[config.mk]
export PLATFORM = sky130hd
export DESIGN_NAME = decodeStage
export DESIGN_NICKNAME = d
export VERILOG_FILES = /design/src/logic/cpuDecodePkg.sv /design/src/logic/decodeStage.sv /design/src/logic/immediateExtender.sv /design/src/logic/instructionDecoder.sv /design/src/logic/operandFetch.sv /design/src/logic/registerFile.sv
export SDC_FILE = /design/constraint.sdc
export NUM_CORES = 1
export LEC_CHECK = 0
export BUFFER_PORTS_ARGS = -buffer_cell sky130_fd_sc_hd__buf_2
export CAP_MARGIN = 20
export CORE_ASPECT_RATIO = 1.1
export CORE_MARGIN = 5
export CORE_UTILIZATION = 49
export DETAILED_ROUTE_END_ITERATION = 8
export MAX_ROUTING_LAYER = met4
export PLACE_DENSITY_LB_ADDON = 0.25
export SLEW_MARGIN = 20
export SYNTH_ARGS = -nofsm -noshare
export SYNTH_HDL_FRONTEND = slang
export SYNTH_HIERARCHICAL = 1
export SYNTH_SLANG_ARGS = --single-unit
[constraint.sdc]
create_clock -name clk -period 2.2 [get_ports clk]
set_input_delay 0.22 -clock clk [delete_from_list [all_inputs] [get_ports clk]]
set_output_delay 0.22 -clock clk [all_outputs]
set_load 0.05 [all_outputs]
[src/logic/cpuDecodePkg.sv]
package cpuDecodePkg;

  typedef logic [3:0] regIndexT;       // r0..r7 plus specials

  localparam regIndexT REG_IH = 4'd8;  // interrupt handler
  localparam regIndexT REG_SP = 4'd9;  // stack pointer
  localparam regIndexT REG_RA = 4'd10; // return address

  localparam int NUM_REGS = 11;

  localparam logic [15:0] NOP_INSTR = 16'h0800; // major 00001, rest zero

  // major opcode, bits 15:11 of the instruction word
  typedef enum logic [4:0] {
    addsp3   = 5'b00000,
    nop      = 5'b00001,
    b        = 5'b00010,
    beqz     = 5'b00100,
    bnez     = 5'b00101,
    shift    = 5'b00110,  // sll, srl, sra
    addiu3   = 5'b01000,
    addiu    = 5'b01001,
    slti     = 5'b01010,
    sltui    = 5'b01011,
    special  = 5'b01100,  // bteqz, btnez, sw_rs, addsp, mtsp
    li       = 5'b01101,
    cmpi     = 5'b01110,
    move     = 5'b01111,
    lwSp     = 5'b10010,
    lw       = 5'b10011,
    swSp     = 5'b11010,
    sw       = 5'b11011,
    adduSubu = 5'b11100,
    regOp    = 5'b11101,  // sub-table in bits 4:0
    ihOp     = 5'b11110,  // mfih, mtih
    intOp    = 5'b11111
  } majorOpT;

  typedef struct packed {
    majorOpT  op;
    regIndexT regS;    // first source
    regIndexT regM;    // second source
    regIndexT regT;    // destination
    logic     writeT;  // regT is meaningful
    logic     valid;
  } decodedT;

  typedef struct packed {
    decodedT     decoded;
    logic [15:0] valueS;
    logic [15:0] valueM;
    logic [15:0] immediate;
  } operandT;

endpackage

[src/logic/decodeStage.sv]
module decodeStage
  import cpuDecodePkg::*;
(
  input  logic        clk,
  input  logic        rst,
  input  logic [15:0] instruction,
  input  logic        instrValid,
  input  logic        wbEn,
  input  regIndexT    wbIndex,
  input  logic [15:0] wbData,
  output operandT     operands
);

  logic [15:0] instrReg;
  logic [15:0] immediate;
  logic [15:0] readS;
  logic [15:0] readM;
  decodedT     decoded;
  regIndexT    readIndexS;
  regIndexT    readIndexM;

  instructionDecoder u_instructionDecoder (
    .clk         (clk),
    .rst         (rst),
    .instruction (instruction),
    .instrValid  (instrValid),
    .instrReg    (instrReg),
    .decoded     (decoded)
  );

  immediateExtender u_immediateExtender (
    .instr     (instrReg),
    .immediate (immediate)
  );

  registerFile u_registerFile (
    .clk        (clk),
    .rst        (rst),
    .readIndexS (readIndexS),
    .readIndexM (readIndexM),
    .wbEn       (wbEn),
    .wbIndex    (wbIndex),
    .wbData     (wbData),
    .readS      (readS),
    .readM      (readM)
  );

  operandFetch u_operandFetch (
    .clk        (clk),
    .rst        (rst),
    .decoded    (decoded),
    .immediate  (immediate),
    .readS      (readS),
    .readM      (readM),
    .wbEn       (wbEn),
    .wbIndex    (wbIndex),
    .wbData     (wbData),
    .readIndexS (readIndexS),
    .readIndexM (readIndexM),
    .operands   (operands)
  );

endmodule

[src/logic/immediateExtender.sv]
module immediateExtender
  import cpuDecodePkg::*;
(
  input  logic [15:0] instr,
  output logic [15:0] immediate
);

  majorOpT     opcode;
  logic [15:0] sext8;
  logic [15:0] zext8;
  logic [15:0] sext4;
  logic [15:0] sext5;
  logic [15:0] sext11;
  logic [15:0] shiftAmount;

  assign opcode = majorOpT'(instr[15:11]);

  assign sext8  = {{8{instr[7]}}, instr[7:0]};
  assign zext8  = {8'h00, instr[7:0]};
  assign sext4  = {{12{instr[3]}}, instr[3:0]};
  assign sext5  = {{11{instr[4]}}, instr[4:0]};
  assign sext11 = {{5{instr[10]}}, instr[10:0]};

  // shift field of zero encodes a shift by eight
  assign shiftAmount = (instr[4:2] == 3'b000) ? 16'd8 : {13'b0, instr[4:2]};

  always_comb
  begin
    immediate = '0;
    case (opcode)
      addsp3, beqz, bnez, addiu, slti, cmpi, lwSp, swSp:
        immediate = sext8;
      li, sltui:
        immediate = zext8;
      addiu3:
        immediate = sext4;
      lw, sw:
        immediate = sext5;
      b:
        immediate = sext11;
      shift:
        immediate = shiftAmount;
      special:
        case (instr[10:8])
          3'b000, 3'b001, 3'b011:  // bteqz, btnez, addsp
            immediate = sext8;
          default:
            immediate = '0;        // sw_rs, mtsp
        endcase
      default:
        immediate = '0;
    endcase
  end

endmodule

[src/logic/instructionDecoder.sv]
module instructionDecoder
  import cpuDecodePkg::*;
(
  input  logic        clk,
  input  logic        rst,
  input  logic [15:0] instruction,
  input  logic        instrValid,
  output logic [15:0] instrReg,
  output decodedT     decoded
);

  logic     validReg;
  majorOpT  opcode;
  regIndexT rx;
  regIndexT ry;
  regIndexT rz;
  regIndexT selS;
  regIndexT selM;
  regIndexT selT;
  logic     selW;

  assign opcode = majorOpT'(instrReg[15:11]);
  assign rx     = {1'b0, instrReg[10:8]};
  assign ry     = {1'b0, instrReg[7:5]};
  assign rz     = {1'b0, instrReg[4:2]};

  // first stage: capture the word and its strobe
  always_ff @(posedge clk or negedge rst)
  begin
    if (!rst)
    begin
      instrReg <= NOP_INSTR;
      validReg <= 1'b0;
    end
    else
    begin
      instrReg <= instrValid ? instruction : NOP_INSTR; // idle cycles decode as nop
      validReg <= instrValid;
    end
  end

  // register selection table
  always_comb
  begin
    selS = '0;
    selM = '0;
    selT = '0;
    selW = 1'b0;
    case (opcode)
      addsp3:
      begin
        selS = REG_SP;
        selT = rx;
        selW = 1'b1;
      end
      beqz, bnez, slti, sltui, cmpi:
        selS = rx;
      shift, move:
      begin
        selS = ry;
        selT = rx;
        selW = 1'b1;
      end
      addiu3:
      begin
        selS = rx;
        selT = ry;
        selW = 1'b1;
      end
      addiu:
      begin
        selS = rx;
        selT = rx;
        selW = 1'b1;
      end
      special:
        case (instrReg[10:8])
          3'b010:                  // sw_rs
          begin
            selS = REG_RA;
            selM = REG_SP;
          end
          3'b011:                  // addsp
          begin
            selS = REG_SP;
            selT = REG_SP;
            selW = 1'b1;
          end
          3'b100:                  // mtsp
          begin
            selS = ry;
            selT = REG_SP;
            selW = 1'b1;
          end
          default: ;               // bteqz, btnez read the T flag only
        endcase
      li:
      begin
        selT = rx;
        selW = 1'b1;
      end
      lwSp:
      begin
        selM = REG_SP;
        selT = rx;
        selW = 1'b1;
      end
      lw:
      begin
        selM = rx;
        selT = ry;
        selW = 1'b1;
      end
      swSp:
      begin
        selS = rx;
        selM = REG_SP;
      end
      sw:
      begin
        selS = ry;
        selM = rx;
      end
      adduSubu:
      begin
        selS = rx;
        selM = ry;
        selT = rz;
        selW = 1'b1;
      end
      regOp:
        case (instrReg[4:0])
          5'b00000:
            case (instrReg[7:5])
              3'b000: selS = rx;   // jr
              3'b010:              // mfpc
              begin
                selT = rx;
                selW = 1'b1;
              end
              3'b110:              // jalr
              begin
                selS = rx;
                selT = REG_RA;
                selW = 1'b1;
              end
              default: ;           // jrra and reserved
            endcase
          5'b00010, 5'b00011:      // slt, sltu
          begin
            selS = rx;
            selM = ry;
          end
          5'b00100, 5'b00110, 5'b00111: // sllv, srlv, srav
          begin
            selS = ry;
            selM = rx;
            selT = ry;
            selW = 1'b1;
          end
          5'b01010:                // cmp
          begin
            selS = ry;
            selM = rx;
          end
          5'b01011, 5'b01111:      // neg, not
          begin
            selS = ry;
            selT = rx;
            selW = 1'b1;
          end
          5'b01100, 5'b01101, 5'b01110: // and, or, xor
          begin
            selS = ry;
            selM = rx;
            selT = rx;
            selW = 1'b1;
          end
          default: ;
        endcase
      ihOp:
        if (instrReg[0])           // mtih
        begin
          selS = rx;
          selT = REG_IH;
          selW = 1'b1;
        end
        else                       // mfih
        begin
          selS = REG_IH;
          selT = rx;
          selW = 1'b1;
        end
      default: ;                   // nop, b, int, unlisted
    endcase
  end

  // second stage: registered selection record
  always_ff @(posedge clk or negedge rst)
  begin
    if (!rst)
      decoded <= '{op: nop, regS: '0, regM: '0, regT: '0, writeT: 1'b0, valid: 1'b0};
    else
      decoded <= '{op: opcode, regS: selS, regM: selM, regT: selT, writeT: selW,
                   valid: validReg};
  end

  // a strobed word from fetch must be fully known
  strobedWordKnown: assert property (@(posedge clk) disable iff (!rst)
    instrValid |-> !$isunknown(instruction))
    else $error("strobed instruction word has unknown bits");

endmodule

[src/logic/operandFetch.sv]
module operandFetch
  import cpuDecodePkg::*;
(
  input  logic        clk,
  input  logic        rst,
  input  decodedT     decoded,
  input  logic [15:0] immediate,
  input  logic [15:0] readS,
  input  logic [15:0] readM,
  input  logic        wbEn,
  input  regIndexT    wbIndex,
  input  logic [15:0] wbData,
  output regIndexT    readIndexS,
  output regIndexT    readIndexM,
  output operandT     operands
);

  logic [15:0] immHeld;  // immediate of the instruction now in decoded
  logic [15:0] valueS;
  logic [15:0] valueM;

  assign readIndexS = decoded.regS;
  assign readIndexM = decoded.regM;

  // same-cycle write-back wins over the stored value
  assign valueS = (wbEn && (wbIndex == decoded.regS)) ? wbData : readS;
  assign valueM = (wbEn && (wbIndex == decoded.regM)) ? wbData : readM;

  // immediate is taken from instrReg, one stage ahead of decoded
  always_ff @(posedge clk or negedge rst)
  begin
    if (!rst)
      immHeld <= '0;
    else
      immHeld <= immediate;
  end

  always_ff @(posedge clk or negedge rst)
  begin
    if (!rst)
      operands <= '0;
    else
    begin
      operands.decoded   <= decoded;
      operands.valueS    <= valueS;
      operands.valueM    <= valueM;
      operands.immediate <= immHeld;
    end
  end

  // register data or write-back data feeding a valid record must be known
  operandsKnown: assert property (@(posedge clk) disable iff (!rst)
    decoded.valid |-> !$isunknown({valueS, valueM}))
    else $error("unknown operand value for a valid record");

endmodule

[src/logic/registerFile.sv]
module registerFile
  import cpuDecodePkg::*;
(
  input  logic        clk,
  input  logic        rst,
  input  regIndexT    readIndexS,
  input  regIndexT    readIndexM,
  input  logic        wbEn,
  input  regIndexT    wbIndex,
  input  logic [15:0] wbData,
  output logic [15:0] readS,
  output logic [15:0] readM
);

  logic [15:0] regs [NUM_REGS];  // r0..r7, ih, sp, ra

  always_ff @(posedge clk or negedge rst)
  begin
    if (!rst)
    begin
      for (int i = 0; i < NUM_REGS; i++)
        regs[i] <= '0;
    end
    else if (wbEn && (wbIndex < NUM_REGS))
    begin
      regs[wbIndex] <= wbData;
    end
  end

  // async read, unused indices read as zero
  assign readS = (readIndexS < NUM_REGS) ? regs[readIndexS] : '0;
  assign readM = (readIndexM < NUM_REGS) ? regs[readIndexM] : '0;

  // the write-back source outside this stage must stay inside the register space
  wbIndexRange: assert property (@(posedge clk) disable iff (!rst)
    wbEn |-> (wbIndex < NUM_REGS))
    else $error("write-back index %0d outside register file", wbIndex);

endmodule

; ---- Word level (Yosys, flattened, before mapping)
; Index checks and enable logic that the tools add are counted.
[op_classes]
n_bitwise = 3
n_lt_le_gt_ge = 7
muxes = 34
eq_ne = 38
n_reduce_logical = 28
[op_table]
columns = cell, count
row1 = $bwmux 176, 1
row2 = $mux 16, 11
row3 = $bmux 16 s4, 2
row4 = $pmux 16 s7, 1
row5 = $eq 5x4->1 const B, 14
row6 = $demux 16 s4, 1
row7 = $pmux 4 s6, 2
row8 = $pmux 4 s3, 3
row9 = $eq 5x5->1 const B, 7
row10 = $eq 5x3->1 const B, 6
row11 = $mux 4, 5
row12 = $pmux 4 s5, 1
row13 = $reduce_or 9->1, 2
row14 = $reduce_or 2->1, 8
row15 = $reduce_or 8->1, 2
row16 = $eq 5x2->1 const B, 3
row17 = $ge 5x5->1 const B, 3
row18 = $not 4->5, 3
row19 = $lt 4x4->1 const B, 3
row20 = $logic_not 5->1, 2
row21 = $reduce_or 10->1, 1
row22 = $eq 3x2->1 const B, 3
row23 = $logic_not 3->1, 3
row24 = $reduce_or 3->1, 3
row25 = 14 further kinds, 20
[word_totals]
register_bits = 295
out_inout_bits = 67
wordCells = 139

; ---- Longest topological paths before layout
; Gate-level depths: netlist of the first run.
[depth]
word_depth = 6
mapped_depth = 8
mapped_depth_nobuf = 5

; ---- Hierarchy
; Netlist of the first run, hierarchy kept.
[modules_own_cells]
columns = module, cells_each, area_each_um2, instances
row1 = registerFile, 707, 9656.8, 1
row2 = operandFetch, 137, 2640.0, 1
row3 = instructionDecoder, 176, 1750.4, 1
row4 = immediateExtender, 75, 437.9, 1

; ---- Worst setup path before layout of the first run
; OpenSTA, ideal clock, no wires.
[synth_timing]
kind = reg2reg
start = register, netlist name u_instructionDecoder/decoded[6]
end = register, netlist name u_operandFetch/operands[21]
synth_period_minus_slack_ps = 1967
arrival_time_ps = 1842
setup_slack_ps = 233
stages_incl_launch_ff = 7
path_buffers = 2
setup_time_ps = 125
cell_sequence = dfrtp_1 > buf_4 > buf_2 > mux4_2 > nand2b_1 > a22o_1 > mux2_2
[synth_between]
elab_chain_len = 6
word_cells_on_any_way = 9
classes_between = 1 x order compare / 1 x eq/ne / 5 x mux / 1 x bitwise / 1 x reduce/logical
[synth_lines]
columns = item, line
row1 = $not 4->5 (implied by the code), registerFile.sv:32  ; assign readM = (readIndexM < NUM_REGS) ? regs[readIndexM] : '0;
row2 = $bmux 16 s4, registerFile.sv:32
row3 = $mux 16 (implied by the code) (2 in series), registerFile.sv:32
row4 = $mux 16 *, registerFile.sv:32
row5 = net readM[5], decodeStage.sv:17  ; logic [15:0] readM;
row6 = $mux 16 *, operandFetch.sv:27  ; assign valueM = (wbEn && (wbIndex == decoded.regM)) ? wbData : readM;
row7 = net u_operandFetch.valueM[5], operandFetch.sv:20  ; logic [15:0] valueM;
; Mark *: on every way through the listed nets, which the timed path passes. The rest lies on a longest branch. The select of a mux whose other input is x is not followed.
; A chain may end at the register's enable or synchronous reset.

; ---- Worst setup path in the final report of the first run
[layout_timing]
start = register, netlist name u_instructionDecoder/decoded[10]
end = register, netlist name u_operandFetch/operands[39]
[layout_between]
elab_chain_len = 6
word_cells_on_any_way = 9
classes_between = 1 x order compare / 1 x eq/ne / 5 x mux / 1 x bitwise / 1 x reduce/logical
[layout_lines]
columns = item, line
row1 = $not 4->5 (implied by the code), registerFile.sv:31  ; assign readS = (readIndexS < NUM_REGS) ? regs[readIndexS] : '0;
row2 = $bmux 16 s4, registerFile.sv:31
row3 = $mux 16 (implied by the code) (2 in series), registerFile.sv:31
row4 = $mux 16 *, registerFile.sv:31
row5 = net readS[7], decodeStage.sv:16  ; logic [15:0] readS;
row6 = $mux 16 *, operandFetch.sv:26  ; assign valueS = (wbEn && (wbIndex == decoded.regS)) ? wbData : readS;
row7 = net u_operandFetch.valueS[7], operandFetch.sv:19  ; logic [15:0] valueS;
; Marks and branches as above.

==> reports/results.tsv, run 1 <==
metric	value	unit
synth_nets	1135	
critical_path_class	register to register	
ir_worst_vdd	0.0005796	V
gp_congestion	0.8867	
period_minus_slack	2.027	ns
clock_skew	0.01807	ns
clockBufferDepth	3	
syn-instance-count	1095	
htree_levels	2	
cp_slowest_cell	mux4_2	
via_count	9876	
maxCapViolations	0	
rows	66	
numCtsBuffers	35	
crit_required	2.59	ns
final_common_cell	dfrtp_1	
syn2layout_area_growth	17.40	%
wl_per_cell	23.82	um
clock.fmax	0.4933	GHz
dp_hpwl	26.05	mm
cpPeakStageDelay	0.55	ns
cp-start-kind	register	
cp_top_family	multiplexers	
cts_root_buf	clkbuf_16	
synth-seq-cells	295	
grt_usage	0.2418	
gr-total-overflow	0	
cp.depth	5	
endpoint_kind	register	
arrival	2.42	ns
path_clk_slew	0.06	ns
grt_max_degree	79	
synth_edf_count	0	
start_util	0.4927	
slew_violations	0	
ys_seq_area_frac	0.5098	
die_height	190.3	um
drt_pass1_iterations	5	
leakage	7.294	nW
cts_tree	yes	
drtIter0Drc	675	
coreArea	29400	um2
num_io_pins	107	
port_buffers	106	
crit_buf_inv	1	
hp-class	primary input to register	
yosys_warnings	6	
drt-total-wl	38.88	mm
cp_cell_sequence	buf_4 > mux4_2 > nand2b_1 > a22o_1 > mux2_2	
r2r_cells	5	
finalSetupViolations	0	
antenna_found_initial	3	
use_met2	0.4015	
cts_sinks	295	
yosysUniqueCellTypes	65	
die-area	33100	um2
slew_headroom	0.3270	
drtAntennaViolNets	0	
ys.flop_type	dfrtp_1	
finalSetupTns	0	ns
hold_viol	0	
grt_first_pass_wirelength	61.00	mm
clk_latency	0.51	ns
ctsResizeCount	0	
syn_area	14490	um2
final_cell_mix	dfrtp_1, mux2_2, buf_2	
post-route-period-util	0.9214	
post_cts_buffers	0	
met1_usage	0.3104	
fin_area	17010	um2
worstMarginPinSlew	1.008	ns
rsz0062_at_grt	no	
first_global_vias	10320	
hold_depth	2	
vias_per_cell	6.051	
power_density	964.8	nW/um2
gr-max-usage-layer	met2	
synthArstFlopShare	1.000	
post_dp_cell_area	15660	um2
grtUsageMet3	0.03906	
status	finished, final reports clean	
cp_max_fo	16	
finalNetCount	1270	
die_x	173.9	um
syn_area_per_cell	13.23	um2
drive_above_1_share	0.3992	
remaining_drc_errors	0	
==> cell usage after synthesis (all sizes together), types with 3 or more instances <==
library cell	count	area, um2
dfrtp	293	7332
mux2	208	2342
mux2i	97	970.9
buf	70	450.4
nand2b	42	262.8
o2bb2ai	36	315.3
a22o	35	306.5
clkbuf	33	123.9
a221oi	32	280.3
mux4	32	720.7
nand2	31	116.4
nor2	26	107.6
o21ai	18	90.09
and2	17	106.4
a21oi	15	75.07
nand3	11	60.06
nor2b	7	43.79
nor3	7	35.03
a221o	6	60.06
inv	6	22.52
nand3b	6	61.31
xor2	6	52.55
xnor2	5	43.79
nor4	4	55.05
or2	4	27.53
a31o	3	26.28
o22ai	3	18.77
or3	3	18.77
==> power by group <==
group	total [mW]	switching (mW)	leakage (nW)	internal, mW
combinational	3.50	1.80	3.02	1.70
sequential	7.17	0.742	3.70	6.42
clock	5.74	2.19	0.576	3.54
==> metrics by stage <==
step	setup WS, ns	util	cells	hold WS (ns)	power (mW)
2_1_floorplan	0.2328	-	1095	-0.07559	9.654
3_3_place_gp	0.1974	0.5326	1549	0.2757	10.60
3_5_place_dp	0.1846	0.5326	1549	0.2821	10.70
4_1_cts	0.1772	0.5782	1629	0.1197	16.53
5_1_grt	0.09802	0.5784	1632	0.1451	17.13
6_report	0.1730	0.5784	1632	0.1347	16.41
==> sequential cells by signal, summed over array words and instances, names as in the netlist <==
register and flops:
u_instructionDecoder/decoded 19, u_instructionDecoder/validReg 1, u_operandFetch/operands 67, u_instructionDecoder/instrReg 16, u_operandFetch/immHeld 16, u_registerFile/regs 176
==> timing repair <==
action | CTS | global route
setup endpoints to repair | 0 | 0
hold buffers | 18 | 0
endpoints found under the hold margin | 83 | 0
==> worst paths after layout <==
| check | to | slack (ns) | start |
|---|---|---|---|
| hold / removal | u_registerFile/regs[110]$_DFFE_PN0P_ | 0.13 | wbData[14] |
| max in group asynchronous | u_instructionDecoder/decoded[14]$_DFF_PN1_ | 1.15 | rst |
| setup / recovery | u_operandFetch/operands[39]$_DFF_PN0_ | 0.17 | u_instructionDecoder/decoded[10]$_DFF_PN0_ |
| hold reg to reg | u_operandFetch/operands[4]$_DFF_PN0_ | 0.34 | u_operandFetch/immHeld[4]$_DFF_PN0_ |
| setup reg to reg | u_operandFetch/operands[39]$_DFF_PN0_ | 0.17 | u_instructionDecoder/decoded[10]$_DFF_PN0_ |
| min in group asynchronous | u_registerFile/regs[125]$_DFFE_PN0P_ | 0.31 | rst |
==> layout make-up <==
| type | count | area (um2) |
|---|---|---|
| Inverter | 6 | 22.52 |
| Sequential cell | 295 | 7395 |
| Antenna cell | 3 | 7.507 |
| Timing Repair Buffer | 201 | 1436 |
| Clock inverter | 10 | 107.6 |
| Tap cell | 374 | 467.9 |
| Clock buffer | 52 | 1052 |
| Multi-Input combinational cell | 691 | 6516 |
| Fill cell | 2368 | 12390 |
==> cell families after synthesis <==
family	count (synthesis)	synth area share
compound gates	171	0.09389
buf+inv	109	0.04120
mux	337	0.2785
simple gates	172	0.06997
flops	295	0.5098
xor+xnor	11	0.006651
==> layer usage <==
layer,vias to the layer above,part of all wire,wire [um]
met1,5073,0.42,16280
met4,0,0.029,1124
met2,371,0.49,18940
met5,-,0,0
li1,4342,-,-
met3,90,0.065,2539
No activity file was read; power rests on OpenSTA's default activity.
==> run 2, diff against run 1 <==
- clock period: 2.2 -> 1.7 ns (I/O delays scaled with it)
==> run 2 against run 1 <==
  * The flow now finishes with violations (setup timing)
  * Clock power is 26% higher
  * First-iteration DRC count up 3.3%
  * Count of clock-buffer cells in the layout fell by 6
  * Wire length rose by 2.7%
  * Sequential share of layout area fell by 2.5 points
  * Die area unchanged
  * Combinational power is 39% higher
  * Worst hold slack got worse by 0.039 ns
  * Sequential power grew 29%
  * Flip-flop and latch count unchanged
  * Non-clock buffer count rose by 70
  * Largest power group unchanged
==> reports/results.tsv, run 2 (synthesis results as in run 1) <==
metric	value	unit
status	complete, but fails checks	
violations	setup timing	
wl_per_cell	23.49	um
vias_per_cell	5.933	
maxCapViolations	0	
p_sw	6.194	mW
syn2layout_area_growth	24.52	%
place_worst_setup_slack	-0.2564	ns
grt_usage	0.2458	
intPower	15.16	mW
numCtsBuffers	34	
die-area	33100	um2
drt_pass1_iterations	5	
rsz0062_at_grt	yes	
critical_path_class	register to register	
crit_required	2.09	ns
path_clk_slew	0.06	ns
largest_reg_flops	176	
first_global_vias	10550	
final_common_cell	dfrtp_1	
clock_power_share	0.338	
rows	66	
place_inst	1594	
crit_buf_inv	2	
start_util	0.4927	
remaining_drc_errors	0	
grt_first_pass_wirelength	61.66	mm
switching_share	0.2901	
grt_max_degree	55	
cp_slowest_cell	dfrtp_4	
clk_latency	0.51	ns
cpPeakStageDelay	0.49	ns
finalNetCount	1339	
cp_top_family	multiplexers	
coreArea	29400	um2
cts_tree	yes	
clock_skew	0.02147	ns
arrival	2.32	ns
drt-total-wl	39.91	mm
endpoint_kind	register	
via_count	10080	
fin_ws	-0.2337	ns
antenna_found_initial	4	
hp-class	primary input to register	
hold_viol	0	
cp-start-kind	register	
finalHoldWorstSlack	0.09564	ns
leakage	7.838	nW
ir_worst_vdd	0.0008765	V
clockBufferDepth	3	
seq_power_share	0.434	
pwr-share-comb	0.228	
cts_sinks	295	
post-route-period-util	1.137	
finalSetupViolations	33	
die_height	190.3	um
power_density	1184	nW/um2
slew_headroom	0.7281	
gr-total-overflow	0	
slew_violations	0	
cp_cell_sequence	buf_12 > clkbuf_16 > mux4_2 > nand2b_4 > a22o_1 > mux2_2	
final_cell_mix	dfrtp_1, mux2_2, buf_4	
regMostFlops	u_registerFile/regs	
drtIter0Drc	697	
drive_above_1_share	0.4576	
cts_root_buf	clkbuf_16	
instances_no_fill	1699	
dp_hpwl	25.96	mm
num_io_pins	107	
reg_top3	u_registerFile/regs x176, u_operandFetch/operands x67, u_instructionDecoder/decoded x19	
cp_max_fo	5	
port_buffers	106	
gp_congestion	0.9023	
drtAntennaViolNets	0	
clock.fmax	0.5171	GHz
worstMarginPinSlew	0.4079	ns
period_minus_slack	1.934	ns
die_x	173.9	um
htree_levels	2	
run 2: changes by cell type in the layout (fill, tap and decap cells not counted), sizes merged:
cell         previous run  this run
buf                   183       250
bufinv                  2         3
clkbuf                 52        48
clkinv                  8         6
diode                   3         5
dlygate4sd3            18        19
inv                     6         8
run 2: final timing paths:
path / startpoint / to / slack (ns) / depth (start not counted)
max in group asynchronous: rst / u_registerFile/regs[2]$_DFFE_PN0P_ / 0.85 / 3
worst min register to register: u_instructionDecoder/decoded[0]$_DFF_PN0_ / u_operandFetch/operands[48]$_DFF_PN0_ / 0.34 / 0
min in group asynchronous: rst / u_operandFetch/immHeld[1]$_DFF_PN0_ / 0.15 / 2
worst max-delay path: u_instructionDecoder/decoded[10]$_DFF_PN0_ / u_operandFetch/operands[39]$_DFF_PN0_ / -0.23 / 6
worst min-delay path: wbData[6] / u_operandFetch/operands[38]$_DFF_PN0_ / 0.1 / 2
worst max register to register: u_instructionDecoder/decoded[10]$_DFF_PN0_ / u_operandFetch/operands[39]$_DFF_PN0_ / -0.23 / 6
run 2: repair_timing:
action	CTS	global route
buffers inserted	6	16
endpoints found under the hold margin	283	0
gates cloned	0	2
pin swaps	1	11
hold buffers	19	0
gates resized for setup	33	33
endpoints found under the setup margin	51	53
run 2: power groups by stage:
| stage | combinational (mW) | clock, mW | sequential [mW] |
|---|---|---|---|
| after floorplan | 2.63 | 0 | 9.88 |
| after global placement | 4.52 | 0 | 9.28 |
| after detailed placement | 4.60 | 0 | 9.35 |
| after CTS | 4.77 | 7.36 | 9.24 |
| after global routing | 5.21 | 7.70 | 9.40 |
| final | 4.88 | 7.22 | 9.26 |
run 2: worst reg2reg max path, delay by kind of cell, from the launching register on:
| kind | cells | cell delay (ns) |
|---|---|---|
| multiplexers | 2 | 0.67 |
| AO/OA/AOI/OAI | 1 | 0.21 |
| flip-flops | 1 | 0.49 |
| AND/OR/NAND/NOR | 1 | 0.16 |
| buffers and inverters | 2 | 0.30 |
run 2: area by class of cell:
| cell class | instances | area, um2 |
|---|---|---|
| Antenna cell | 5 | 12.51 |
| Clock buffer | 46 | 957.2 |
| Clock inverter | 11 | 140.1 |
| Fill cell | 2261 | 11360 |
| Inverter | 6 | 22.52 |
| Multi-Input combinational cell | 691 | 6784 |
| Sequential cell | 295 | 7400 |
| Tap cell | 374 | 467.9 |
| Timing Repair Buffer | 271 | 2253 |
run 2: per-layer routing:
metal | vias up | part of all wire | GRT usage | routed length (um)
met2 | 336 | 0.49 | 0.4000 | 19660
li1 | 4484 | - | - | -
met5 | - | 0 | - | 0
met3 | 87 | 0.058 | 0.04620 | 2298
met1 | 5173 | 0.42 | 0.3138 | 16640
met4 | 0 | 0.033 | 0.08285 | 1320
run 2: per-stage QoR:
| step | area (um2) | setup TNS, ns | total power [mW] | util |
|---|---|---|---|---|
| after floorplan | 14600 | -3.272 | 12.52 | - |
| after global placement | 16190 | -6.369 | 13.80 | 0.5506 |
| after detailed placement | 16190 | -7.532 | 13.95 | 0.5506 |
| after CTS | 17700 | -6.236 | 21.37 | 0.6020 |
| after global routing | 18030 | -7.869 | 22.31 | 0.6135 |
| final | 18040 | -6.303 | 21.35 | 0.6136 |
